[config.mk]
export PLATFORM = sky130hd
export DESIGN_NAME = zbt_cmd_stage
export DESIGN_NICKNAME = d
export VERILOG_FILES = /design/src/rtl/sram_cfg_pkg.sv /design/src/rtl/sram_req_pkg.sv /design/src/rtl/zbt_cmd_stage.sv
export SDC_FILE = /design/constraint.sdc
export NUM_CORES = 1
export LEC_CHECK = 0
export BUFFER_PORTS_ARGS = -buffer_cell sky130_fd_sc_hd__buf_2
export CORE_UTILIZATION = 35
export DETAILED_ROUTE_END_ITERATION = 10
export HOLD_SLACK_MARGIN = 0.1
export PLACE_DENSITY = 0.75
export SETUP_SLACK_MARGIN = 0.4
export SKIP_LAST_GASP = 1
export SYNTH_ARGS = -nofsm -noshare
export SYNTH_HDL_FRONTEND = slang
export SYNTH_SLANG_ARGS = --single-unit
[constraint.sdc]
create_clock -name clk -period 2.3 [get_ports clk]
set_clock_uncertainty 0.15 [all_clocks]
set_input_delay 0.46 -clock clk [delete_from_list [all_inputs] [get_ports clk]]
set_output_delay 0.46 -clock clk [all_outputs]
set_load 0.02 [all_outputs]
[src/rtl/sram_cfg_pkg.sv]
// ~~~~~~~~~~~~~~~~~~~~~~~~~~~~~~~~~~~~~~~~~~~~~~~~~
// ZBT SRAM controller configuration
// bus widths, FIFO depth and pipeline latencies
// ~~~~~~~~~~~~~~~~~~~~~~~~~~~~~~~~~~~~~~~~~~~~~~~~~
package sram_cfg_pkg;

    // SRAM pins and client tag
    localparam int ADDR_W = 20;
    localparam int DATA_W = 18;
    localparam int TAG_W  = 4;

    // response FIFO entries, also the number of read credits
    localparam int RSP_FIFO_DEPTH = 4;
    localparam int PTR_W          = $clog2(RSP_FIFO_DEPTH);
    localparam int CNT_W          = $clog2(RSP_FIFO_DEPTH + 1);

    // SRAM command sample to write data sample
    localparam int WR_DATA_DELAY = 2;
    // accept edge to rsp_valid with an empty FIFO
    localparam int READ_LATENCY  = 5;

endpackage
[src/rtl/sram_req_pkg.sv]
// ~~~~~~~~~~~~~~~~~~~~~~~~~~~~~~~~~~~~~~~~~~~~~~~~~
// ZBT SRAM controller transaction types
// opcode, client request/response and SRAM command
// ~~~~~~~~~~~~~~~~~~~~~~~~~~~~~~~~~~~~~~~~~~~~~~~~~
package sram_req_pkg;

    import sram_cfg_pkg::*;

    typedef enum logic {
        OP_READ  = 1'b0,
        OP_WRITE = 1'b1
    } sram_op_e;

    // client request, wdata ignored on reads
    typedef struct packed {
        sram_op_e            op;
        logic [ADDR_W-1:0]   addr;
        logic [DATA_W-1:0]   wdata;
        logic [TAG_W-1:0]    tag;
    } sram_req_t;

    // read response
    typedef struct packed {
        logic [DATA_W-1:0]   rdata;
        logic [TAG_W-1:0]    tag;
    } sram_rsp_t;

    // what the SRAM samples each cycle, we_n is active low
    typedef struct packed {
        logic [ADDR_W-1:0]   addr;
        logic                we_n;
    } sram_cmd_t;

endpackage

[src/rtl/zbt_cmd_stage.sv]
`timescale 1ns/1ps
// ~~~~~~~~~~~~~~~~~~~~~~~~~~~~~~~~~~~~~~~~~~~~~~~~~
// ZBT command stage
// SRAM address/write-enable and the data-side delay
// ~~~~~~~~~~~~~~~~~~~~~~~~~~~~~~~~~~~~~~~~~~~~~~~~~
module zbt_cmd_stage
    import sram_cfg_pkg::*;
    import sram_req_pkg::*;
(
    input  logic              clk,
    input  logic              arst_n,
    input  logic              issue_valid,
    input  sram_req_t         issue_req,
    output sram_cmd_t         sram_cmd,
    output logic              wr_valid,
    output logic [DATA_W-1:0] wr_data,
    output logic              rd_valid,
    output logic [TAG_W-1:0]  rd_tag
);

    logic [ADDR_W-1:0] cmd_addr_q;
    logic              cmd_we_n_q;
    logic              cmd_rd_q;
    logic [DATA_W-1:0] cmd_wdata_q;
    logic [TAG_W-1:0]  cmd_tag_q;

    assign sram_cmd = '{addr: cmd_addr_q, we_n: cmd_we_n_q};

    // idle cycles go out as reads that nobody captures
    always_ff @(posedge clk or negedge arst_n) begin
        if (!arst_n) begin
            cmd_we_n_q <= 1'b1;
            cmd_rd_q   <= 1'b0;
            wr_valid   <= 1'b0;
            rd_valid   <= 1'b0;
        end else begin
            cmd_we_n_q <= !(issue_valid && (issue_req.op == OP_WRITE));
            cmd_rd_q   <= issue_valid && (issue_req.op == OP_READ);
            // one edge after the command goes out on the pins
            wr_valid   <= !cmd_we_n_q;
            rd_valid   <= cmd_rd_q;
        end
    end

    always_ff @(posedge clk) begin
        cmd_addr_q  <= issue_req.addr;
        cmd_wdata_q <= issue_req.wdata;
        cmd_tag_q   <= issue_req.tag;
        wr_data     <= cmd_wdata_q;
        rd_tag      <= cmd_tag_q;
    end

endmodule

Word level (Yosys, flattened, before mapping) --
Index checks and enable logic that the tools add are counted.
Storage, ports and cells: logic and storage cells 14, input port bits 46, register bits 68, output and inout port bits 45
Operators by class: bitwise logic cells 1, reduce and logical (&&, ||, !) cells 4
Operators with widths (count):
- 1-bit logical AND | 2
- 1-bit logical NOT | 2
- 1-bit NOT | 1

Longest topological paths before layout --
Gate-level depths: netlist of the first run.
depth after elaboration 2, mapped depth 1, gate-level depth less buffers 1

Worst setup path before layout of the first run --
OpenSTA, ideal clock, no wires.
path type reg2out, start point reg cmd_we_n_q, end point out sram_cmd[0] in the netlist's numbering, stages on the path, launching flop included 2, arrival time 0.629 ns, required time 1.690 ns, buffers on the path 1, path slack 1.061 ns, cells stage by stage dfstp_2 -> buf_4
RTL lines:
- from (decl) | RTL line zbt_cmd_stage.sv:22 | logic cmd_we_n_q;
- from (signal assigned) | RTL line zbt_cmd_stage.sv:37 | cmd_we_n_q <= !(issue_valid && (issue_req.op == OP_WRITE));
- to (decl) | RTL line zbt_cmd_stage.sv:14 | output sram_cmd_t sram_cmd,
No word-level cell between the ends.

Final worst setup path of the first run --
start point reg cmd_we_n_q, end point out sram_cmd[0] in the netlist's numbering
No word-level cell between the ends.

==> results.yml, run 1 <==
timing:
  worstMarginPinSlew_ps: 122
  maxSlewViolCount: 0
  hold_violations: 0
  finalCritPeriodShare_pct: 70.6
  clock.fmax_mhz: 616
  slew_headroom_pct: 91.9
  setup_ws_ps: 676
  setup_tns_ps: 0
  period_needed_ps: 1620
  setup_viol: 0
  rsz0062_at_grt: "false"
synthesis:
  synth.distinct_cells: 7
  seq_area_frac_synth_pct: 98.0
  syn_avg_cell_area_um2: 19.6
  yosys.area.top_type: "dfxtp_1"
  syn_inst: 72
  yosysTopAreaCellShare_pct: 90.8
  synth.top_cells.by_area: "dfxtp_1 (91%), dfrtp_1 (5.3%), dfstp_2 (1.9%)"
  ys.warnings.count: 0
  ys_ff_latch: 68
  syn-num-nets: 118
  synthesis.area_um2: 1410
grt:
  grt_pass1_wl_mm: 4.43
  grt_busiest_layer: "met2"
  grt_max_degree: 13
  grt_use_met2_pct: 27.4
  antenna_found_initial: 0
  grt_overflow: 0
  first_global_vias: 1034
  gr-usage-met3_pct: 12.8
  grt_usage_pct: 15.6
  grtUsageMet1_pct: 11.7
hold_path:
  holdPathStages: 2
  hold_path.startpoint: "issue_req[42]"
  min_path_type: "input port to flop"
  holdPathEnd: "cmd_we_n_q$_DFF_PN1_"
worst_setup_path:
  worstPathBufferInverterCount: 1
  r2r_start: "cmd_we_n_q$_DFF_PN1_"
  crit_family: "flip-flops"
  setup.worst_path.end_class: "primary output"
  crit_chain: "buf_2"
  rrSetupSlack_ps: 1490
  crit_type: "flop to primary output"
  cp.required_ps: 1690
  cp_slowest_cell: "dfstp_2"
  r2r_cells: 1
  startpoint: "cmd_we_n_q$_DFF_PN1_"
  crit_fanout: 2
  worstReg2RegEnd: "wr_valid$_DFF_PN0_"
  worstPathArrival_ps: 1010
  max_stage_delay_ps: 530
  startpoint_type: "flop"
cells_and_area:
  final_area_um2: 2580
  final_util_pct: 68.4
  drive_gt1_share_pct: 48.4
  fin_cells: 269
  fillCellCount: 265
  syn2layout_area_growth_pct: 82.9
  n_antenna_cell: 0
  nNetsFinal: 262
clock_network:
  tritoncts: "done"
  clock_sinks: 68
  path_clk_slew_ps: 60
  clockRootBuffer: "clkbuf_8"
  cts_resized: 0
  clk_latency_ps: 330
  cts_buffers: 9
  htreeDepth: 3
  cts_buffer_depth: 2
route:
  vias: 1006
  drc: 0
  drt_wl_total_mm: 2.97
  wl_per_cell_um: 11.0
  first_pass_iters: 4
  drt-initial-drc-count: 18
  ant_nets: 0
  viasPerCell: 3.74
placement:
  placed_area_um2: 1910
  dpl_worst_slack_ps: 1020
  placed_cells_incl_taps: 209
  numPortBuffers: 90
  dp_hpwl_mm: 1.59
  gp_congestion: 0.678
job:
  maxCapViolations: 0
floorplanning:
  io_pins: 91
  start_util_pct: 37.4
  die_x_um: 65.5
  rows: 22
  die_h_um: 65.5
  dieArea_um2: 4290
  fp.coreArea_um2: 3770
pwr:
  power_density_nw_per_um2: 971
  vdd_drop_max_mv: 0.667
  power_leakage_nw: 1.25
run_status:
  status: "complete, no violations"
## worst max path at each step
stage	to	slack [ps]	cells past startpoint
3_3_place_gp	sram_cmd[0]	1040	1
6_report	sram_cmd[0]	680	1
4_1_cts	sram_cmd[0]	650	1
2_1_floorplan	sram_cmd[0]	1060	1
3_5_place_dp	sram_cmd[0]	1020	1
5_1_grt	sram_cmd[0]	610	1
## synth_stat cells (all sizes together)
master and count:
nand2 1, nor2b 1, inv 1, dfrtp 3
buf 1, dfstp 1, dfxtp 64
## power breakdown
part           switching, mW  internal (mW)  leakage, nW  total, mW
Clock                  0.414          0.643        0.110       1.06
Sequential            0.0137           1.24        0.589       1.26
Combinational         0.0900          0.104        0.556      0.194
Total                  0.518           1.99         1.25       2.51
## placed cells by master (no fill, tap or decap), drive strengths merged
cell type and instances:
dfrtp 3, dfxtp 64, nor2b 1, dlygate4sd3 44, inv 1, clkinvlp 1, nand2 1, clkbuf 11
bufinv 2, dfstp 1, clkinv 2, buf 90
## cell families after synthesis
family	count (synthesis)	synth area share (%)
AND/OR/NAND/NOR	2	1.24
flip-flops	68	98.0
buffers and inverters	2	0.798
## final cells by class
type	count	area, um2	share of cell area, %
Clock buffer	11	141	5.48
Clock inverter	5	85.1	3.30
Inverter	1	3.75	0.145
Multi-Input combinational cell	2	17.5	0.679
Sequential cell	68	1380	53.6
Tap cell	48	60.1	2.33
Timing Repair Buffer	134	891	34.5
## per-stage QoR
stage / hold slack [ps] / total power, mW
after floorplan: 14.4 / 1.34
after global placement: 117 / 1.41
after detailed placement: 120 / 1.42
after CTS: 125 / 2.54
after global routing: 116 / 2.62
final: 142 / 2.51
## routing by layer
metal / vias up / wire length (um)
met5: - / 0
met4: 0 / 40
met3: 6 / 360
met2: 63 / 1540
met1: 431 / 1020
li1: 506 / -
## flip-flops by register name, summed over array words and instances (netlist names)
register	cells
cmd_wdata_q	18
rd_tag	4
wr_data	18
cmd_addr_q	20
cmd_tag_q	4
wr_valid	1
cmd_we_n_q	1
rd_valid	1
cmd_rd_q	1
## timing repair
action / in CTS / in global routing
hold buffers: 44 / 0
hold endpoints to repair: 47 / 0
setup buffers: 0 / 0
Note: power is estimated with default switching activity, not from simulation.
==> run 2: changes to the inputs <==
==> constraint.sdc (replaced) <==
create_clock -name clk -period 1.7 [get_ports clk]
set_clock_uncertainty 0.15 [all_clocks]
set_input_delay 0.34 -clock clk [delete_from_list [all_inputs] [get_ports clk]]
set_output_delay 0.34 -clock clk [all_outputs]
set_load 0.02 [all_outputs]
==> results.yml, run 2 (synthesized netlist as in run 1, its figures left out) <==
run_status:
  status: "complete, no violations"
timing:
  finalCritPeriodShare_pct: 86.0
  worstMarginPinSlew_ps: 100
  clock.fmax_mhz: 684
  hold_violations: 0
  setup_viol: 0
  period_needed_ps: 1460
  maxSlewViolCount: 0
  slew_headroom_pct: 93.3
  rsz0062_at_grt: "true"
  setup_ws_ps: 238
  setup_tns_ps: 0
floorplanning:
  die_x_um: 65.5
  rows: 22
  io_pins: 91
  dieArea_um2: 4290
  die_h_um: 65.5
  fp.coreArea_um2: 3770
  start_util_pct: 37.4
worst_setup_path:
  rrSetupSlack_ps: 870
  worstPathArrival_ps: 970
  worstPathBufferInverterCount: 1
  cp.required_ps: 1210
  startpoint_type: "flop"
  cp_slowest_cell: "dfstp_2"
  max_stage_delay_ps: 540
  setup.worst_path.end_class: "primary output"
  r2r_start: "cmd_we_n_q$_DFF_PN1_"
  r2r_cells: 1
  worstReg2RegEnd: "wr_valid$_DFF_PN0_"
  crit_chain: "buf_6"
  crit_fanout: 2
  crit_family: "flip-flops"
  crit_type: "flop to primary output"
placement:
  dpl_worst_slack_ps: 545
  numPortBuffers: 90
  gp_congestion: 0.678
  dp_hpwl_mm: 1.59
grt:
  antenna_found_initial: 0
  grt_max_degree: 13
  first_global_vias: 1113
  grt_overflow: 0
  grt_usage_pct: 16.6
  grt_pass1_wl_mm: 4.80
cells_and_area:
  fillCellCount: 223
  regMostFlops: "cmd_addr_q"
  final_cell_mix: "dlygate4sd3_1 (45), buf_2 (45), dfxtp_1 (37), buf_6 (34), dfxtp_2 (27)"
  largest_register_ffs: 20
  drive_gt1_share_pct: 60.4
  largestRegisters: "cmd_addr_q x20, cmd_wdata_q x18, wr_data x18"
  nNetsFinal: 263
  n_antenna_cell: 0
  syn2layout_area_growth_pct: 103
route:
  drc: 0
  ant_nets: 0
  drt-initial-drc-count: 14
  viasPerCell: 3.89
  vias: 1051
  wl_per_cell_um: 13.4
  first_pass_iters: 4
  drt_wl_total_mm: 3.61
pwr:
  power_leakage_nw: 1.34
  power.switching_mw: 0.728
  sw_frac_of_total_pct: 20.9
  totalPowerFinal_mw: 3.49
  seqPwrFrac_pct: 49.4
  comb_power_share_pct: 9.3
  vdd_drop_max_mv: 0.782
  internal_power_mw: 2.76
  power_density_nw_per_um2: 1220
  power.share.clock_pct: 41.3
clock_network:
  clock_sinks: 68
  path_clk_slew_ps: 60
  cts_buffers: 9
  clk_latency_ps: 330
  htreeDepth: 3
  cts_buffer_depth: 2
  tritoncts: "done"
  post-cts-setup-buffers: 0
  clockRootBuffer: "clkbuf_8"
job:
  maxCapViolations: 0
hold_path:
  holdPathEnd: "wr_data[12]$_DFF_P_"
  hold_path.startpoint: "cmd_wdata_q[12]$_DFF_P_"
  holdPathStages: 0
  min_path_type: "flop to flop"
[run 2: cell types whose count changed in the layout (fill, tap and decap cells not counted)]
cell,delta
buf_4,+11
buf_6,+34
dfxtp_1,-27
dfxtp_2,+27
buf_2,-45
dlygate4sd3_1,+1
[run 2: area by class of cell]
type	instances	area, um2	area share [%]
inverter	1	3.75	0.131
multi-input combinational	2	17.5	0.611
sequential	68	1420	49.4
tap	48	60.1	2.10
clock inverter	5	85.1	2.97
timing repair buffer	135	1140	39.8
clock buffer	11	141	4.93
[run 2: what timing repair did]
item / CTS / global route
endpoints found under the hold margin: 48 / 0
hold buffers: 45 / 0
gates resized for setup: 38 / 68
endpoints found under the setup margin: 31 / 38
gates cloned: 0 / 0
[run 2: metrics by stage]
step	utilization [%]	cell area (um2)	std cells	hold WS, ps
after floorplan	-	1410	72	-106
after global placement	50.8	1910	209	-3.28
after detailed placement	50.8	1910	209	-0.130
after CTS	71.4	2690	270	163
after global routing	76.0	2870	270	183
final	76.0	2870	270	177
[run 2: how the worst max path moves through the flow]
stage | start | to | slack [ps] | cells after the start
2_1_floorplan | cmd_we_n_q$_DFF_PN1_ | sram_cmd[0] | 580 | 1
3_3_place_gp | cmd_we_n_q$_DFF_PN1_ | sram_cmd[0] | 560 | 1
3_5_place_dp | cmd_we_n_q$_DFF_PN1_ | sram_cmd[0] | 540 | 1
4_1_cts | cmd_we_n_q$_DFF_PN1_ | sram_cmd[0] | 200 | 1
5_1_grt | cmd_we_n_q$_DFF_PN1_ | sram_cmd[0] | 190 | 1
6_report | cmd_we_n_q$_DFF_PN1_ | sram_cmd[0] | 240 | 1
[run 2: layer usage]
layer  vias to the layer above  GRT usage, %  wire (um)
li1                        508             -          -
met3                         6          11.3        313
met1                       473          12.1       1140
met4                         0          7.61         53
met5                         -             0          0
met2                        64          31.6       2100
[run 2: power by group through the flow]
stage / sequential, mW / clock, mW / combinational [mW]
after floorplan: 1.81 / 0 / 0.00638
after global placement: 1.73 / 0 / 0.180
after detailed placement: 1.74 / 0 / 0.182
after CTS: 1.70 / 1.48 / 0.287
after global routing: 1.73 / 1.56 / 0.342
final: 1.72 / 1.44 / 0.325
==> run 3: changes to the inputs <==
--- a/config.mk
+++ b/config.mk
@@ -5,7 +5,7 @@
 export SDC_FILE = /design/constraint.sdc
 export NUM_CORES = 1
 export LEC_CHECK = 0
-export BUFFER_PORTS_ARGS = -buffer_cell sky130_fd_sc_hd__buf_2
+export BUFFER_PORTS_ARGS = -buffer_cell sky130_fd_sc_hd__buf_4
 export CORE_UTILIZATION = 35
 export DETAILED_ROUTE_END_ITERATION = 10
 export HOLD_SLACK_MARGIN = 0.1
==> results.yml, run 3 (synthesized netlist as in run 1, its figures left out) <==
worst_setup_path:
  startpoint_type: "flop"
  crit_family: "flip-flops"
  worstPathArrival_ps: 960
  cp_slowest_cell: "dfstp_2"
  crit_chain: "buf_6"
  cp.required_ps: 1210
  setup.worst_path.end_class: "primary output"
  crit_fanout: 2
  crit_type: "flop to primary output"
  worstPathBufferInverterCount: 1
  max_stage_delay_ps: 540
grt:
  grt_pass1_wl_mm: 4.88
  grt_max_degree: 12
  first_global_vias: 1091
  antenna_found_initial: 0
  grt_usage_pct: 16.9
  grt_overflow: 0
clock_network:
  htreeDepth: 3
  tritoncts: "done"
  clock_sinks: 68
  clk_latency_ps: 320
  path_clk_slew_ps: 70
  cts_buffer_depth: 2
  cts_buffers: 9
  post-cts-setup-buffers: 0
  clockRootBuffer: "clkbuf_8"
placement:
  placed_cells_incl_taps: 209
  dp_hpwl_mm: 1.98
  dpl_worst_slack_ps: 573
  gp_congestion: 0.658
  numPortBuffers: 90
pwr:
  sw_frac_of_total_pct: 20.9
  power.switching_mw: 0.695
  internal_power_mw: 2.62
  power.share.clock_pct: 37.7
  totalPowerFinal_mw: 3.32
  power_density_nw_per_um2: 1150
  power_leakage_nw: 1.36
  seqPwrFrac_pct: 51.7
  vdd_drop_max_mv: 0.949
  comb_power_share_pct: 10.6
cells_and_area:
  final_cell_mix: "buf_4 (67), dfxtp_1 (47), dlygate4sd3_1 (45), buf_6 (23), dfxtp_2 (17)"
  nNetsFinal: 263
  fin_cells: 270
  final_util_pct: 76.7
  layout_commonest_cell: "buf_4"
  regMostFlops: "cmd_addr_q"
  drive_gt1_share_pct: 55.4
  n_antenna_cell: 0
  largest_register_ffs: 20
  largestRegisters: "cmd_addr_q x20, cmd_wdata_q x18, wr_data x18"
  syn2layout_area_growth_pct: 105
timing:
  period_needed_ps: 1450
  hold_violations: 0
  slew_headroom_pct: 93.7
  maxSlewViolCount: 0
  setup_ws_ps: 254
  rsz0062_at_grt: "true"
  clock.fmax_mhz: 692
  finalCritPeriodShare_pct: 85.0
  setup_viol: 0
  worstMarginPinSlew_ps: 94.6
  setup_tns_ps: 0
floorplanning:
  fp.coreArea_um2: 3770
  io_pins: 91
  die_h_um: 65.5
  start_util_pct: 37.4
  dieArea_um2: 4290
  rows: 22
  die_x_um: 65.5
route:
  ant_nets: 0
  first_pass_iters: 4
  viasPerCell: 3.94
  drc: 0
  drt_wl_total_mm: 3.50
  drt-initial-drc-count: 30
  wl_per_cell_um: 13.0
  vias: 1064
run_status:
  status: "complete, no violations"
hold_path:
  min_path_type: "flop to flop"
job:
  maxCapViolations: 0
run 3: through the flow:
| step | hold WS [ps] | area, um2 |
|---|---|---|
| floorplan | -106 | 1410 |
| detailed placement | -11.7 | 2140 |
| global placement | -13.5 | 2140 |
| CTS | 178 | 2800 |
| global route | 178 | 2890 |
| finish | 174 | 2890 |
run 3: path summary, 6_finish.rpt:
check / start / end / slack, ps / cells past startpoint
min reg2reg: cmd_wdata_q[11]$_DFF_P_ / wr_data[11]$_DFF_P_ / 170 / 0
max in group asynchronous: arst_n / cmd_we_n_q$_DFF_PN1_ / 1000 / 2
max reg2reg: cmd_we_n_q$_DFF_PN1_ / wr_valid$_DFF_PN0_ / 880 / 1
min in group asynchronous: arst_n / wr_valid$_DFF_PN0_ / 210 / 2
min: cmd_wdata_q[11]$_DFF_P_ / wr_data[11]$_DFF_P_ / 170 / 0
max: cmd_we_n_q$_DFF_PN1_ / sram_cmd[0] / 250 / 1
run 3: final cells by class:
cell class                      instances  area [um2]
Inverter                                1        3.75
Timing Repair Buffer                  135        1210
Clock buffer                           12         145
Fill cell                             235         880
Multi-Input combinational cell          2        17.5
Clock inverter                          4        48.8
Sequential cell                        68        1400
Tap cell                               48        60.1
run 3: power by group through the flow:
stage                     clock network, mW  registers (mW)  logic [mW]
after floorplan                           0            1.81     0.00638
after global placement                    0            1.74       0.240
after detailed placement                  0            1.74       0.246
after CTS                              1.28            1.71       0.332
after global routing                   1.37            1.72       0.365
final                                  1.25            1.71       0.350
run 3: metal layers:
layer / track usage [%] / routed length (um) / vias up
met5: 0 / 0 / -
met4: 9.24 / 51 / 0
met3: 8.68 / 285 / 4
met2: 32.6 / 2030 / 60
met1: 13.0 / 1130 / 493
li1: - / - / 507
run 3: timing repair:
| item | in CTS | in global routing |
|---|---|---|
| setup endpoints to repair | 4 | 23 |
| resized for setup | 4 | 36 |
| endpoints found under the hold margin | 48 | 0 |
| hold buffers | 45 | 0 |
