<file path="src/rtl/sram_cfg_pkg.sv">
// ~~~~~~~~~~~~~~~~~~~~~~~~~~~~~~~~~~~~~~~~~~~~~~~~~
// ZBT SRAM controller configuration
// bus widths, FIFO depth and pipeline latencies
// ~~~~~~~~~~~~~~~~~~~~~~~~~~~~~~~~~~~~~~~~~~~~~~~~~
package sram_cfg_pkg;

    // SRAM pins and client tag
    localparam int ADDR_W = 20;
    localparam int DATA_W = 18;
    localparam int TAG_W  = 4;

    // response FIFO entries, also the number of read credits
    localparam int RSP_FIFO_DEPTH = 4;
    localparam int PTR_W          = $clog2(RSP_FIFO_DEPTH);
    localparam int CNT_W          = $clog2(RSP_FIFO_DEPTH + 1);

    // SRAM command sample to write data sample
    localparam int WR_DATA_DELAY = 2;
    // accept edge to rsp_valid with an empty FIFO
    localparam int READ_LATENCY  = 5;

endpackage
</file>
<file path="src/rtl/sram_req_pkg.sv">
// ~~~~~~~~~~~~~~~~~~~~~~~~~~~~~~~~~~~~~~~~~~~~~~~~~
// ZBT SRAM controller transaction types
// opcode, client request/response and SRAM command
// ~~~~~~~~~~~~~~~~~~~~~~~~~~~~~~~~~~~~~~~~~~~~~~~~~
package sram_req_pkg;

    import sram_cfg_pkg::*;

    typedef enum logic {
        OP_READ  = 1'b0,
        OP_WRITE = 1'b1
    } sram_op_e;

    // client request, wdata ignored on reads
    typedef struct packed {
        sram_op_e            op;
        logic [ADDR_W-1:0]   addr;
        logic [DATA_W-1:0]   wdata;
        logic [TAG_W-1:0]    tag;
    } sram_req_t;

    // read response
    typedef struct packed {
        logic [DATA_W-1:0]   rdata;
        logic [TAG_W-1:0]    tag;
    } sram_rsp_t;

    // what the SRAM samples each cycle, we_n is active low
    typedef struct packed {
        logic [ADDR_W-1:0]   addr;
        logic                we_n;
    } sram_cmd_t;

endpackage

</file>
<file path="src/rtl/zbt_req_stage.sv">
`timescale 1ns/1ps
// ~~~~~~~~~~~~~~~~~~~~~~~~~~~~~~~~~~~~~~~~~~~~~~~~~
// ZBT request stage
// issue register and read-credit flow control
// ~~~~~~~~~~~~~~~~~~~~~~~~~~~~~~~~~~~~~~~~~~~~~~~~~
module zbt_req_stage
    import sram_cfg_pkg::*;
    import sram_req_pkg::*;
(
    input  logic       clk,
    input  logic       arst_n,
    input  logic       req_valid,
    input  sram_req_t  req,
    output logic       req_ready,
    input  logic       rsp_pop,
    output logic       issue_valid,
    output sram_req_t  issue_req
);

    logic [CNT_W-1:0] credits;
    logic             accept;
    logic             take_credit;

    // writes never wait, reads need a free FIFO slot
    assign req_ready   = (credits != '0) || (req.op == OP_WRITE);
    assign accept      = req_valid && req_ready;
    assign take_credit = accept && (req.op == OP_READ);

    always_ff @(posedge clk or negedge arst_n) begin
        if (!arst_n) begin
            credits     <= CNT_W'(RSP_FIFO_DEPTH);
            issue_valid <= 1'b0;
        end else begin
            // take and return may land on the same edge
            credits     <= credits + CNT_W'(rsp_pop) - CNT_W'(take_credit);
            issue_valid <= accept;
        end
    end

    // payload only, qualified by issue_valid
    always_ff @(posedge clk) begin
        if (accept) begin
            issue_req <= req;
        end
    end

endmodule

</file>
<file path="config.mk">
export PLATFORM = sky130hd
export DESIGN_NAME = zbt_req_stage
export DESIGN_NICKNAME = d
export VERILOG_FILES = /design/src/rtl/sram_cfg_pkg.sv /design/src/rtl/sram_req_pkg.sv /design/src/rtl/zbt_req_stage.sv
export SDC_FILE = /design/constraint.sdc
export NUM_CORES = 1
export LEC_CHECK = 0
export ABC_AREA = 1
export ABC_CLOCK_PERIOD_IN_PS = 4700
export BUFFER_PORTS_ARGS = -buffer_cell sky130_fd_sc_hd__buf_2
export CELL_PAD_IN_SITES_DETAIL_PLACEMENT = 0
export CELL_PAD_IN_SITES_GLOBAL_PLACEMENT = 1
export CORE_MARGIN = 1.5
export CORE_UTILIZATION = 30
export DETAILED_ROUTE_END_ITERATION = 16
export PLACE_DENSITY = 0.87
export REMOVE_ABC_BUFFERS = 1
export SLEW_MARGIN = 20
export SYNTH_ARGS = -nofsm -noshare
export SYNTH_HDL_FRONTEND = slang
export SYNTH_SLANG_ARGS = --single-unit
export TNS_END_PERCENT = 100
</file>
<file path="constraint.sdc">
create_clock -name clk -period 4.7 [get_ports clk]
set_clock_uncertainty 0.2 [all_clocks]
set_input_delay 0.47 -clock clk [delete_from_list [all_inputs] [get_ports clk]]
set_output_delay 0.47 -clock clk [all_outputs]
set_load 0.1 [all_outputs]
</file>
## Word-level counts from Yosys, hierarchy flattened

Index checks and enable logic that the tools add are counted.

| operators by class | value |
|---|---|
| mux-type cells | 0 |
| $mul | 0 |
| reduce and logical (&&, ||, !) cells | 4 |
| div/mod/pow operators | 0 |
| equality and inequality tests | 0 |
| bitwise gates (word level) | 1 |
| order comparisons | 0 |
| add/sub/neg operators | 2 |
| shift operators | 0 |

Operators by type and width:

| operator | number |
|---|---|
| $add 3x1->3 | 1 |
| $reduce_bool 3->1 | 1 |
| $sub 3x1->3 | 1 |
| $logic_and 1x1->1 | 2 |
| $logic_or 1x1->1 | 1 |
| $not 1->1 | 1 |

| word-level totals | value |
|---|---|
| logic and storage cells | 13 |
| bits in latches | 0 |
| bits in registers | 47 |
| memory bits (read-only) | 0 |
| bits in writable memories | 0 |
| output and inout port bits | 45 |
| memories | 0 |

## Longest topological paths before layout

Gate-level depths: netlist of the first run.

| depth | value |
|---|---|
| depth in word-level cells | 5 |
| gate-level depth with buffers | 12 |
| depth with buffers taken out | 12 |

## Worst setup path after synthesis of the first run

Ideal clock, no wire load.

| path | value |
|---|---|
| kind | flip-flop to flip-flop |
| start point | reg credits[2] |
| end point | reg issue_req[0] (netlist name), enable pin |
| required time | 3.988 ns |
| arrival | 3.775 ns |
| slack | 0.213 ns |
| setup time | 0.512 ns |
| cell stages (with the launch flop) | 3 |
| path buffers | 0 |
| path through | dfstp_2 -> nor2_1 -> a21boi_0 |

| on the way | value |
|---|---|
| cells in the longest elaborated chain, start to end | 3 |

RTL lines:

| element | line | text |
|---|---|---|
| from (decl) | zbt_req_stage.sv:20 | `logic [CNT_W-1:0] credits;` |
| from (signal assigned) | zbt_req_stage.sv:31 | `credits <= CNT_W'(RSP_FIFO_DEPTH);` |
| from (signal assigned) | zbt_req_stage.sv:35 | `credits <= credits + CNT_W'(rsp_pop) - CNT_W'(take_credit);` |
| $reduce_bool 3->1 | zbt_req_stage.sv:25 | `assign req_ready = (credits != '0) \|\| (req.op == OP_WRITE);` |
| $logic_or 1x1->1 | zbt_req_stage.sv:25 |  |
| $logic_and 1x1->1 | zbt_req_stage.sv:26 | `assign accept = req_valid && req_ready;` |
| via accept | zbt_req_stage.sv:21 | `logic accept;` |
| to (signal assigned) | zbt_req_stage.sv:43 | `issue_req <= req;` |
| to (decl) | zbt_req_stage.sv:17 | `output sram_req_t issue_req` |

The timed path passes the listed nets, and every way through them passes these cells.
A chain may end at the register's enable or synchronous reset.

## Worst setup path after layout of the first run

| path | value |
|---|---|
| start point | reg credits[1] |
| end point | reg credits[1] |

| on the way | value |
|---|---|
| cells in the longest elaborated chain, start to end | 5 |

RTL lines:

| element | line |
|---|---|
| branches (longest 4 deep; another with $add 3x1->3) | -- |
| $sub 3x1->3 * | zbt_req_stage.sv:35 |

Mark *: on every way between the ends.

==> results.toml, run 1 <==
[setup_path]
crit_path_start_kind = "flip-flop"
critPathCaptureType = "flip-flop"
worst-path-max-fanout = 4
cp.required_ns = 4.70
cp.arrival_ns = 2.14
criticalPathCategory = "flip-flop to flip-flop"

[yosys]
synthSimpleGateAreaFrac = 0.03035
ys_types = 11
synthMuxAreaShare = 0
avgSynthCellArea_um2 = 21.48
synth_xor_area_frac = 0
synthCells = 71
synth_area_um2 = 1525
synthAdderAreaFrac = 0.02953
ys_warn_count = 0
synth_top_family_by_area = "simple AND/OR/NAND/NOR gates"
synth.top_cell.area_share = 0.8466
synth_area_leaders = "edfxtp_1 (85%), dfrtp_1 (4.9%), inv_1 (2.2%)"
synth_area_leader_cell = "edfxtp_1"
synth_compound_area_frac = 0.004922
synth-seq-cells = 47
ys_seq_area_frac = 0.9130

[layout]
fin_nets = 221
syn2layout_area_growth_pct = 42.33
nFillCells = 467
diodes = 0
final_layout_size_suffix_gt1_frac = 0.5906

[power_and_ir_drop]
power_frac_seq = 0.447
p_int_uw = 697.1
powerDensity_nw_per_um2 = 567.1
switching_share = 0.4337
peakVddDrop_v = 0.0001555
power_frac_comb = 0.374
p_switching_uw = 534.0
power_mw = 1.231
p_clk_frac = 0.179
leakage_nw = 0.9757

[drt]
dr.pass1.iters = 4
dr_total_vias = 931
ant_nets = 0
routed_via_density = 3.912
wl_per_cell_um = 11.64
wirelength_um = 2770
drc = 0
drt_iter0_drc = 48

[clock_network]
cts-buffers-inserted = 5
clk_pin_slew_worst_paths_ns = 0.08
clk_path_buf_depth = 2
cts.sinks = 47
cts.htree.levels = 2
root_buffer = "clkbuf_8"
cts_tree = "built"
clkLatencyLatePin_ns = 0.29

[hold_path]
hp-class = "primary input to flip-flop"

[grt]
grt_max_degree = 29
track_usage = 0.1042
grt_pass1_wl_um = 4098
grt-ovfl-total = 0
antenna_found_initial = 1
first_global_vias = 908

[timing]
whs_ns = 0.1441
setup_viol_count_final = 0
min_period_over_period = 0.4554
worstMarginPinSlew_ns = 0.5414
clock.fmax_mhz = 467.2
finalHoldViolations = 0
fin_crit_ns = 2.140
finalSetupTns_ns = 0
rsz0062_at_grt = "no"
relSlewSlack = 0.6382
layout_setup_ws_ns = 2.560
slew_violations = 0

[flow_run]
max_cap_viol_count = 0

[floorplanning]
rows = 25
core_area_um2 = 4817
die_x_um = 74.30
fp.dieH_um = 74.30
dieArea_um2 = 5520
start_util = 0.3166
io_pins = 92

[placement]
gp_congestion = 0.7660
dp_hpwl_um = 2160
pre_cts_ws_ns = 2.550
portBuffers = 91

[run_status]
status = "complete, no violations"
cell type report:
cell class	count	area, µm²	share of cell area
Clock buffer	5	68.82	0.03170
Clock inverter	2	8.758	0.004035
Inverter	9	33.78	0.01556
Multi-Input combinational cell	15	110.1	0.05072
Sequential cell	47	1393	0.6415
Tap cell	67	83.83	0.03862
Timing Repair Buffer	93	473.0	0.2179
worst max-delay path: stages (launching register included):
cell and delay, ns:
dfrtp_1 0.44, nor2_2 0.22, nand2_1 0.07, nand3_1 0.07, inv_1 0.04, ha_1 0.26, inv_1 0.05, ha_1 0.13
inv_1 0.05, fa_1 0.47, inv_1 0.04
cell usage after synthesis:
library cell and count:
nand3_1 2, edfxtp_1 43, inv_1 9, dfrtp_1 3
nor2_1 1, nand2_1 7, fa_1 1, nor2_2 1
ha_1 2, dfstp_2 1, a21boi_0 1
per-stage QoR:
stage / instance area (µm²) / utilization / cells
detailed placement: 2083 / 0.4325 / 230
CTS: 2171 / 0.4506 / 238
floorplan: 1525 / - / 71
global route: 2171 / 0.4506 / 238
finish: 2171 / 0.4506 / 238
global placement: 2083 / 0.4325 / 230
cell usage in the layout (no fill, tap or decap), types with 2 or more instances in the layout:
cell	netlist	routed
nand2_1	7	7
ha_1	2	2
inv_1	9	9
edfxtp_1	43	43
nand3_1	2	2
buf_2	0	91
dfrtp_1	3	3
clkbuf_8	0	5
flip-flops by register name, summed over array words and instances, names as in the netlist:
| register | cells |
|---|---|
| credits | 3 |
| issue_valid | 1 |
| issue_req | 43 |
cells by family after synthesis:
| logic type | after synthesis |
|---|---|
| simple gates | 11 |
| fa+ha+maj | 3 |
| flops | 47 |
| buf+inv | 9 |
| compound gates | 1 |
worst paths after layout:
path | start | to | slack [ns] | cells past startpoint
worst max-delay path | credits[1] | credits[1] | 2.56 | 10
worst min-delay path | req[8] | issue_req[8] | 0.14 | 1
worst max register to register | credits[1] | credits[1] | 2.56 | 10
worst min register to register | credits[2] | credits[2] | 0.41 | 4
max in group asynchronous | arst_n | credits[2] | 3.79 | 2
min in group asynchronous | arst_n | credits[1] | 0.30 | 2
metal layers:
| layer | wire length (µm) | vias up | track usage |
|---|---|---|---|
| li1 | - | 451 | - |
| met1 | 1000 | 418 | 0.1183 |
| met2 | 1377 | 52 | 0.1657 |
| met3 | 333 | 8 | 0.05149 |
| met5 | 10 | - | 0 |
| met4 | 49 | 2 | 0.04848 |
power groups by stage:
stage / Clock (mW) / Sequential (mW) / Combinational [mW]
detailed placement: 0 / 0.561 / 0.464
CTS: 0.226 / 0.552 / 0.464
global placement: 0 / 0.559 / 0.459
floorplan: 0 / 0.863 / 0.0832
global route: 0.246 / 0.559 / 0.487
finish: 0.220 / 0.551 / 0.460
timing repair:
action,4_1_cts,5_1_grt
resized for setup,0,0
setup buffers,0,0
endpoints found under the hold margin,4,0
hold buffers,1,0
(Power assumes the default switching activity.)
==> run 2: changes to the inputs <==
--- a/config.mk
+++ b/config.mk
@@ -5,15 +5,15 @@
 export SDC_FILE = /design/constraint.sdc
 export NUM_CORES = 1
 export LEC_CHECK = 0
-export ABC_AREA = 1
-export ABC_CLOCK_PERIOD_IN_PS = 4700
+export ABC_AREA = 0
+export ABC_CLOCK_PERIOD_IN_PS = 1900
 export BUFFER_PORTS_ARGS = -buffer_cell sky130_fd_sc_hd__buf_2
 export CELL_PAD_IN_SITES_DETAIL_PLACEMENT = 0
 export CELL_PAD_IN_SITES_GLOBAL_PLACEMENT = 1
 export CORE_MARGIN = 1.5
 export CORE_UTILIZATION = 30
 export DETAILED_ROUTE_END_ITERATION = 16
-export PLACE_DENSITY = 0.87
+export PLACE_DENSITY = 0.86
 export REMOVE_ABC_BUFFERS = 1
 export SLEW_MARGIN = 20
 export SYNTH_ARGS = -nofsm -noshare
==> constraint.sdc (replaced) <==
create_clock -name clk -period 1.9 [get_ports clk]
set_clock_uncertainty 0.2 [all_clocks]
set_input_delay 0.19 -clock clk [delete_from_list [all_inputs] [get_ports clk]]
set_output_delay 0.19 -clock clk [all_outputs]
set_load 0.1 [all_outputs]
==> run 2 against run 1 <==
Effect of this change:
- the run now ends with negative setup slack left
- sequential share of layout area shrank 14 points
- synthesized cell count shrank 15%
- total power grew to 2.9 times the previous value
- worst setup slack lost 2.9 ns
- flip-flop and latch count is the same
- via count grew 25%
- maximum frequency shrank 5.4%
- largest cell class unchanged
- final area grew 28%
- die area shrank 1.4%
- largest power group is now combinational logic
==> results.toml, run 2 <==
[drt]
routed_via_density = 4.084
wl_per_cell_um = 13.33
drt_iter0_drc = 25
dr.pass1.iters = 4
drc = 0
ant_nets = 0
dr_total_vias = 1168
wirelength_um = 3813

[floorplanning]
io_pins = 92
fp.dieH_um = 73.78
core_area_um2 = 4786
start_util = 0.3140
rows = 25
dieArea_um2 = 5443
die_x_um = 73.78

[timing]
clock.fmax_mhz = 442.0
finalSetupTns_ns = -7.178
finalHoldViolations = 0
worstMarginPinSlew_ns = 0.5088
relSlewSlack = 0.6631
whs_ns = 0.02082
min_period_over_period = 1.191
rsz0062_at_grt = "yes"
setup_viol_count_final = 47
slew_violations = 0
layout_setup_ws_ns = -0.3625
fin_crit_ns = 2.263

[yosys]
synth-edff-count = 43
synth_top_flop_cell = "edfxtp_1"
synthAdderAreaFrac = 0.02998
async_flop_share = 0.08511
avgSynthCellArea_um2 = 25.04
ys_warn_count = 0
synth_top_family_by_area = "adder cells"
synthCells = 60
synth_area_leader_cell = "edfxtp_1"
synth_area_leaders = "edfxtp_1 (86%), dfrtp_1 (5.0%), dfstp_2 (1.7%)"
synth_xor_area_frac = 0.01166
synth.top_cell.area_share = 0.8593
ys_seq_area_frac = 0.9267
ys_types = 11
yosysMostFrequentCell = "edfxtp_1"
synth-seq-cells = 47
synth_area_um2 = 1503
synthSimpleGateAreaFrac = 0.02165
synth_compound_area_frac = 0
synthMuxAreaShare = 0
synthTopCellsByCount = "edfxtp_1 (43), inv_1 (4), dfrtp_1 (3)"

[power_and_ir_drop]
leakage_nw = 1.217
peakVddDrop_v = 0.0006446
powerDensity_nw_per_um2 = 1260

[grt]
track_usage = 0.1334
antenna_found_initial = 0
grt_pass1_wl_um = 5250
grt_max_degree = 45
first_global_vias = 1136
grt-ovfl-total = 0

[layout]
final_layout_size_suffix_gt1_frac = 0.5708
final_common_cell = "buf_2"
fin_util = 0.5820
syn2layout_area_growth_pct = 85.35
multi_input_area_um2 = 178.9
nFillCells = 378
fin_nets = 268
regArea_um2 = 1393
largest_register = "issue_req"
final_cell_mix = "buf_2 (90), dlygate4sd3_1 (44), edfxtp_1 (43)"
diodes = 0
top_regs = "issue_req: 43 flops, credits: 3 flops, issue_valid: 1 flops"
largest_reg_flops = 43

[clock_network]
cts.sinks = 47
clkLatencyLatePin_ns = 0.29
clk_pin_slew_worst_paths_ns = 0.08
cts_tree = "built"
clk_path_buf_depth = 2
root_buffer = "clkbuf_8"
cts.htree.levels = 2
cts-buffers-inserted = 5

[setup_path]
cp_top_family = "adder cells"
worst-path-max-fanout = 2
cp.buffers_inverters = 2
max_stage_delay_ns = 0.55
criticalPathCategory = "flip-flop to flip-flop"
critPathCaptureType = "flip-flop"
cp.required_ns = 1.92
cp.arrival_ns = 2.28
crit_path_start_kind = "flip-flop"
slowest_stage = "dfstp_2"
cp_cell_sequence = "nor3_2 > nor3b_2 > ha_1 > inv_1 > ha_2 > inv_2 > fa_2 > xnor2_2 > xnor2_1"

[run_status]
status = "finished with violations"
violations = "negative setup slack"

[flow_run]
max_cap_viol_count = 0

[placement]
pre_cts_ws_ns = -0.3090
dp_hpwl_um = 2281
gp_congestion = 0.6434
portBuffers = 91

[hold_path]
hp-class = "primary input to flip-flop"
[run 2: cells by family (layout without fill, tap and decap cells)]
group | after synthesis | in the layout
flip-flops | 47 | 47
AND/OR/NAND/NOR | 4 | 11
buffers and inverters | 4 | 156
adder cells (fa/ha/maj) | 3 | 3
XOR/XNOR | 2 | 2
[run 2: area by class of cell]
cell class | count | area share
multi-input cells | 16 | 0.06424
clock buffers | 6 | 0.02965
inverters | 4 | 0.005391
flip-flops and latches | 47 | 0.5000
clock inverters | 2 | 0.01258
well taps | 67 | 0.03010
repair buffers | 144 | 0.3580
[run 2: path summary, 6_finish.rpt]
path / start / endpoint / slack [ns] / depth (start not counted)
max: credits[2] / credits[2] / -0.36 / 9
min: req[42] / issue_req[42] / 0.02 / 2
max reg2reg: credits[2] / credits[2] / -0.36 / 9
min reg2reg: credits[1] / credits[2] / 0.52 / 3
max in group asynchronous: arst_n / credits[2] / 1.24 / 2
min in group asynchronous: arst_n / credits[1] / 0.05 / 2
[run 2: where the power goes]
part           internal (mW)  switching [mW]
Clock                  0.425           0.310
Sequential              1.30          0.0496
Combinational          0.415            1.01
[run 2: per-layer routing]
layer  share of wire  track usage  up-vias
met2            0.54       0.2422       59
met5               0            0        -
li1                -            -      552
met4           0.013      0.04733        0
met1            0.39       0.1385      551
met3           0.063      0.05213        6
[run 2: per-stage QoR]
stage	total power, mW	cells	area (µm²)
floorplan	2.289	60	1503
global placement	2.506	222	2072
detailed placement	2.528	222	2072
CTS	3.419	276	2683
global route	3.657	286	2785
finish	3.511	286	2785
[run 2: worst register-to-register path, stage by stage, from the launching register on]
cell	delay (ns)
dfstp_2	0.55
nor3_2	0.05
nor3b_2	0.23
ha_1	0.27
inv_1	0.07
ha_2	0.17
inv_2	0.03
fa_2	0.34
xnor2_2	0.15
xnor2_1	0.14
[run 2: what timing repair did]
action,in CTS,in global routing
setup endpoints to repair,3,47
hold buffers,44,0
hold endpoints to repair,47,0
resized for setup,11,12
cloned,0,7
pin swaps,6,4
buffers inserted,2,3
==> run 3: changes to the inputs <==
--- a/config.mk
+++ b/config.mk
@@ -13,6 +13,7 @@
 export CORE_MARGIN = 1.5
 export CORE_UTILIZATION = 30
 export DETAILED_ROUTE_END_ITERATION = 16
+export MAX_ROUTING_LAYER = met4
 export PLACE_DENSITY = 0.86
 export REMOVE_ABC_BUFFERS = 1
 export SLEW_MARGIN = 20
==> run 3 against run 2 <==
Effect of this change:
- the flow still finishes with violations (negative setup slack)
- clock-buffer cell count stayed put
- maximum frequency hardly changed
- utilization is the same
- non-clock buffer count unchanged
- highest routed layer unchanged
==> results.toml, run 3 (synthesized netlist as in run 2, its figures left out) <==
[timing]
rsz0062_at_grt = "yes"
slew_violations = 0
layout_setup_ws_ns = -0.3610
finalHoldViolations = 0
setup_viol_count_final = 47
relSlewSlack = 0.6626
whs_ns = 0.02224
fin_crit_ns = 2.261
worstMarginPinSlew_ns = 0.5096
clock.fmax_mhz = 442.3
min_period_over_period = 1.190

[setup_path]
worst-path-max-fanout = 2
critPathCaptureType = "flip-flop"
rr_worst_depth = 9
criticalPathCategory = "flip-flop to flip-flop"
cp.required_ns = 1.92
cp.arrival_ns = 2.28
crit_path_start_kind = "flip-flop"

[layout]
final_common_cell = "buf_2"
fin_util = 0.5820
multi_input_area_um2 = 178.9
nFillCells = 379
syn2layout_area_growth_pct = 85.35
fin_nets = 268
final_layout_size_suffix_gt1_frac = 0.5708
largest_register = "issue_req"
regArea_um2 = 1393
top_regs = "issue_req: 43 flops, credits: 3 flops, issue_valid: 1 flops"
diodes = 0
final_cell_mix = "buf_2 (90), dlygate4sd3_1 (44), edfxtp_1 (43)"
largest_reg_flops = 43
stdcell_count = 286

[clock_network]
cts.htree.levels = 2
cts-buffers-inserted = 5
clkLatencyLatePin_ns = 0.29
root_buffer = "clkbuf_8"
clk_pin_slew_worst_paths_ns = 0.08
clk_path_buf_depth = 2
cts_tree = "built"
cts.sinks = 47

[flow_run]
max_cap_viol_count = 0

[power_and_ir_drop]
power_frac_seq = 0.385
p_switching_mw = 1.367
power_mw = 3.510
leakage_nw = 1.217
p_int_mw = 2.143
power_frac_comb = 0.405
p_clk_frac = 0.209
switching_share = 0.3895
peakVddDrop_v = 0.0006419
powerDensity_nw_per_um2 = 1260

[run_status]
status = "finished with violations"
violations = "negative setup slack"

[placement]
dp.cells = 222
gp_congestion = 0.6490
portBuffers = 91
dp_hpwl_um = 2281

[grt]
grt-ovfl-total = 0
grt_pass1_wl_um = 5250
first_global_vias = 1136
grt_max_degree = 45
track_usage = 0.1374
antenna_found_initial = 0

[floorplanning]
dieArea_um2 = 5443
start_util = 0.3140
io_pins = 92
die_x_um = 73.78
rows = 25
core_area_um2 = 4786
fp.dieH_um = 73.78

[drt]
wirelength_um = 3827
dr.pass1.iters = 4
dr_total_vias = 1165
drc = 0
routed_via_density = 4.073
wl_per_cell_um = 13.38
drt_iter0_drc = 29
ant_nets = 0

[hold_path]
whs_path_depth = 2
hp-class = "primary input to flip-flop"
[run 3: cell type report]
class | count | area share
clock buffers | 6 | 0.02965
inverters | 4 | 0.005391
repair buffers | 144 | 0.3580
well taps | 67 | 0.03010
flip-flops and latches | 47 | 0.5000
multi-input cells | 16 | 0.06424
clock inverters | 2 | 0.01258
[run 3: stage by stage]
stage                     worst slack [ns]  instance area, µm²  setup TNS, ns
final                              -0.3610                2785         -7.196
after global routing               -0.4328                2785         -8.103
after CTS                          -0.2929                2683         -9.212
after detailed placement           -0.3090                2072        -0.4633
after global placement             -0.2539                2072        -0.3754
after floorplan                    -0.2404                1503         -2.335
[run 3: path summary, 6_finish.rpt]
check                      startpoint       endpoint  slack [ns]
hold reg to reg            credits[1]     credits[2]        0.52
setup reg to reg           credits[2]     credits[2]       -0.36
min in group asynchronous      arst_n     credits[1]        0.05
hold / removal                req[42]  issue_req[42]        0.02
max in group asynchronous      arst_n     credits[2]        1.24
setup / recovery           credits[2]     credits[2]       -0.36
[run 3: timing repair]
action	CTS	global route
hold endpoints to repair	47	0
hold buffers	44	0
buffers inserted	2	3
setup endpoints to repair	3	47
pin swaps	6	4
gates resized for setup	11	12
cloned	0	7
[run 3: worst max-delay path, stage by stage, from the launching register on]
cell     delay [ns]
dfstp_2        0.55
nor3_2         0.05
nor3b_2        0.22
ha_1           0.27
inv_1          0.07
ha_2           0.17
inv_2          0.03
fa_2           0.34
xnor2_2        0.15
xnor2_1        0.14
[run 3: layer usage]
metal  share of wire  vias to the layer above  GRT usage
met4           0.011                        0    0.04733
met5               0                        -          -
met3           0.060                        4    0.04801
li1                -                      552          -
met2            0.54                       59     0.2422
met1            0.39                      550     0.1412
[run 3: power by group through the flow]
stage,sequential (mW),combinational (mW),clock [mW]
finish,1.35,1.42,0.735
floorplan,2.09,0.196,0
global placement,1.36,1.14,0
global route,1.36,1.49,0.802
detailed placement,1.37,1.16,0
CTS,1.35,1.31,0.759
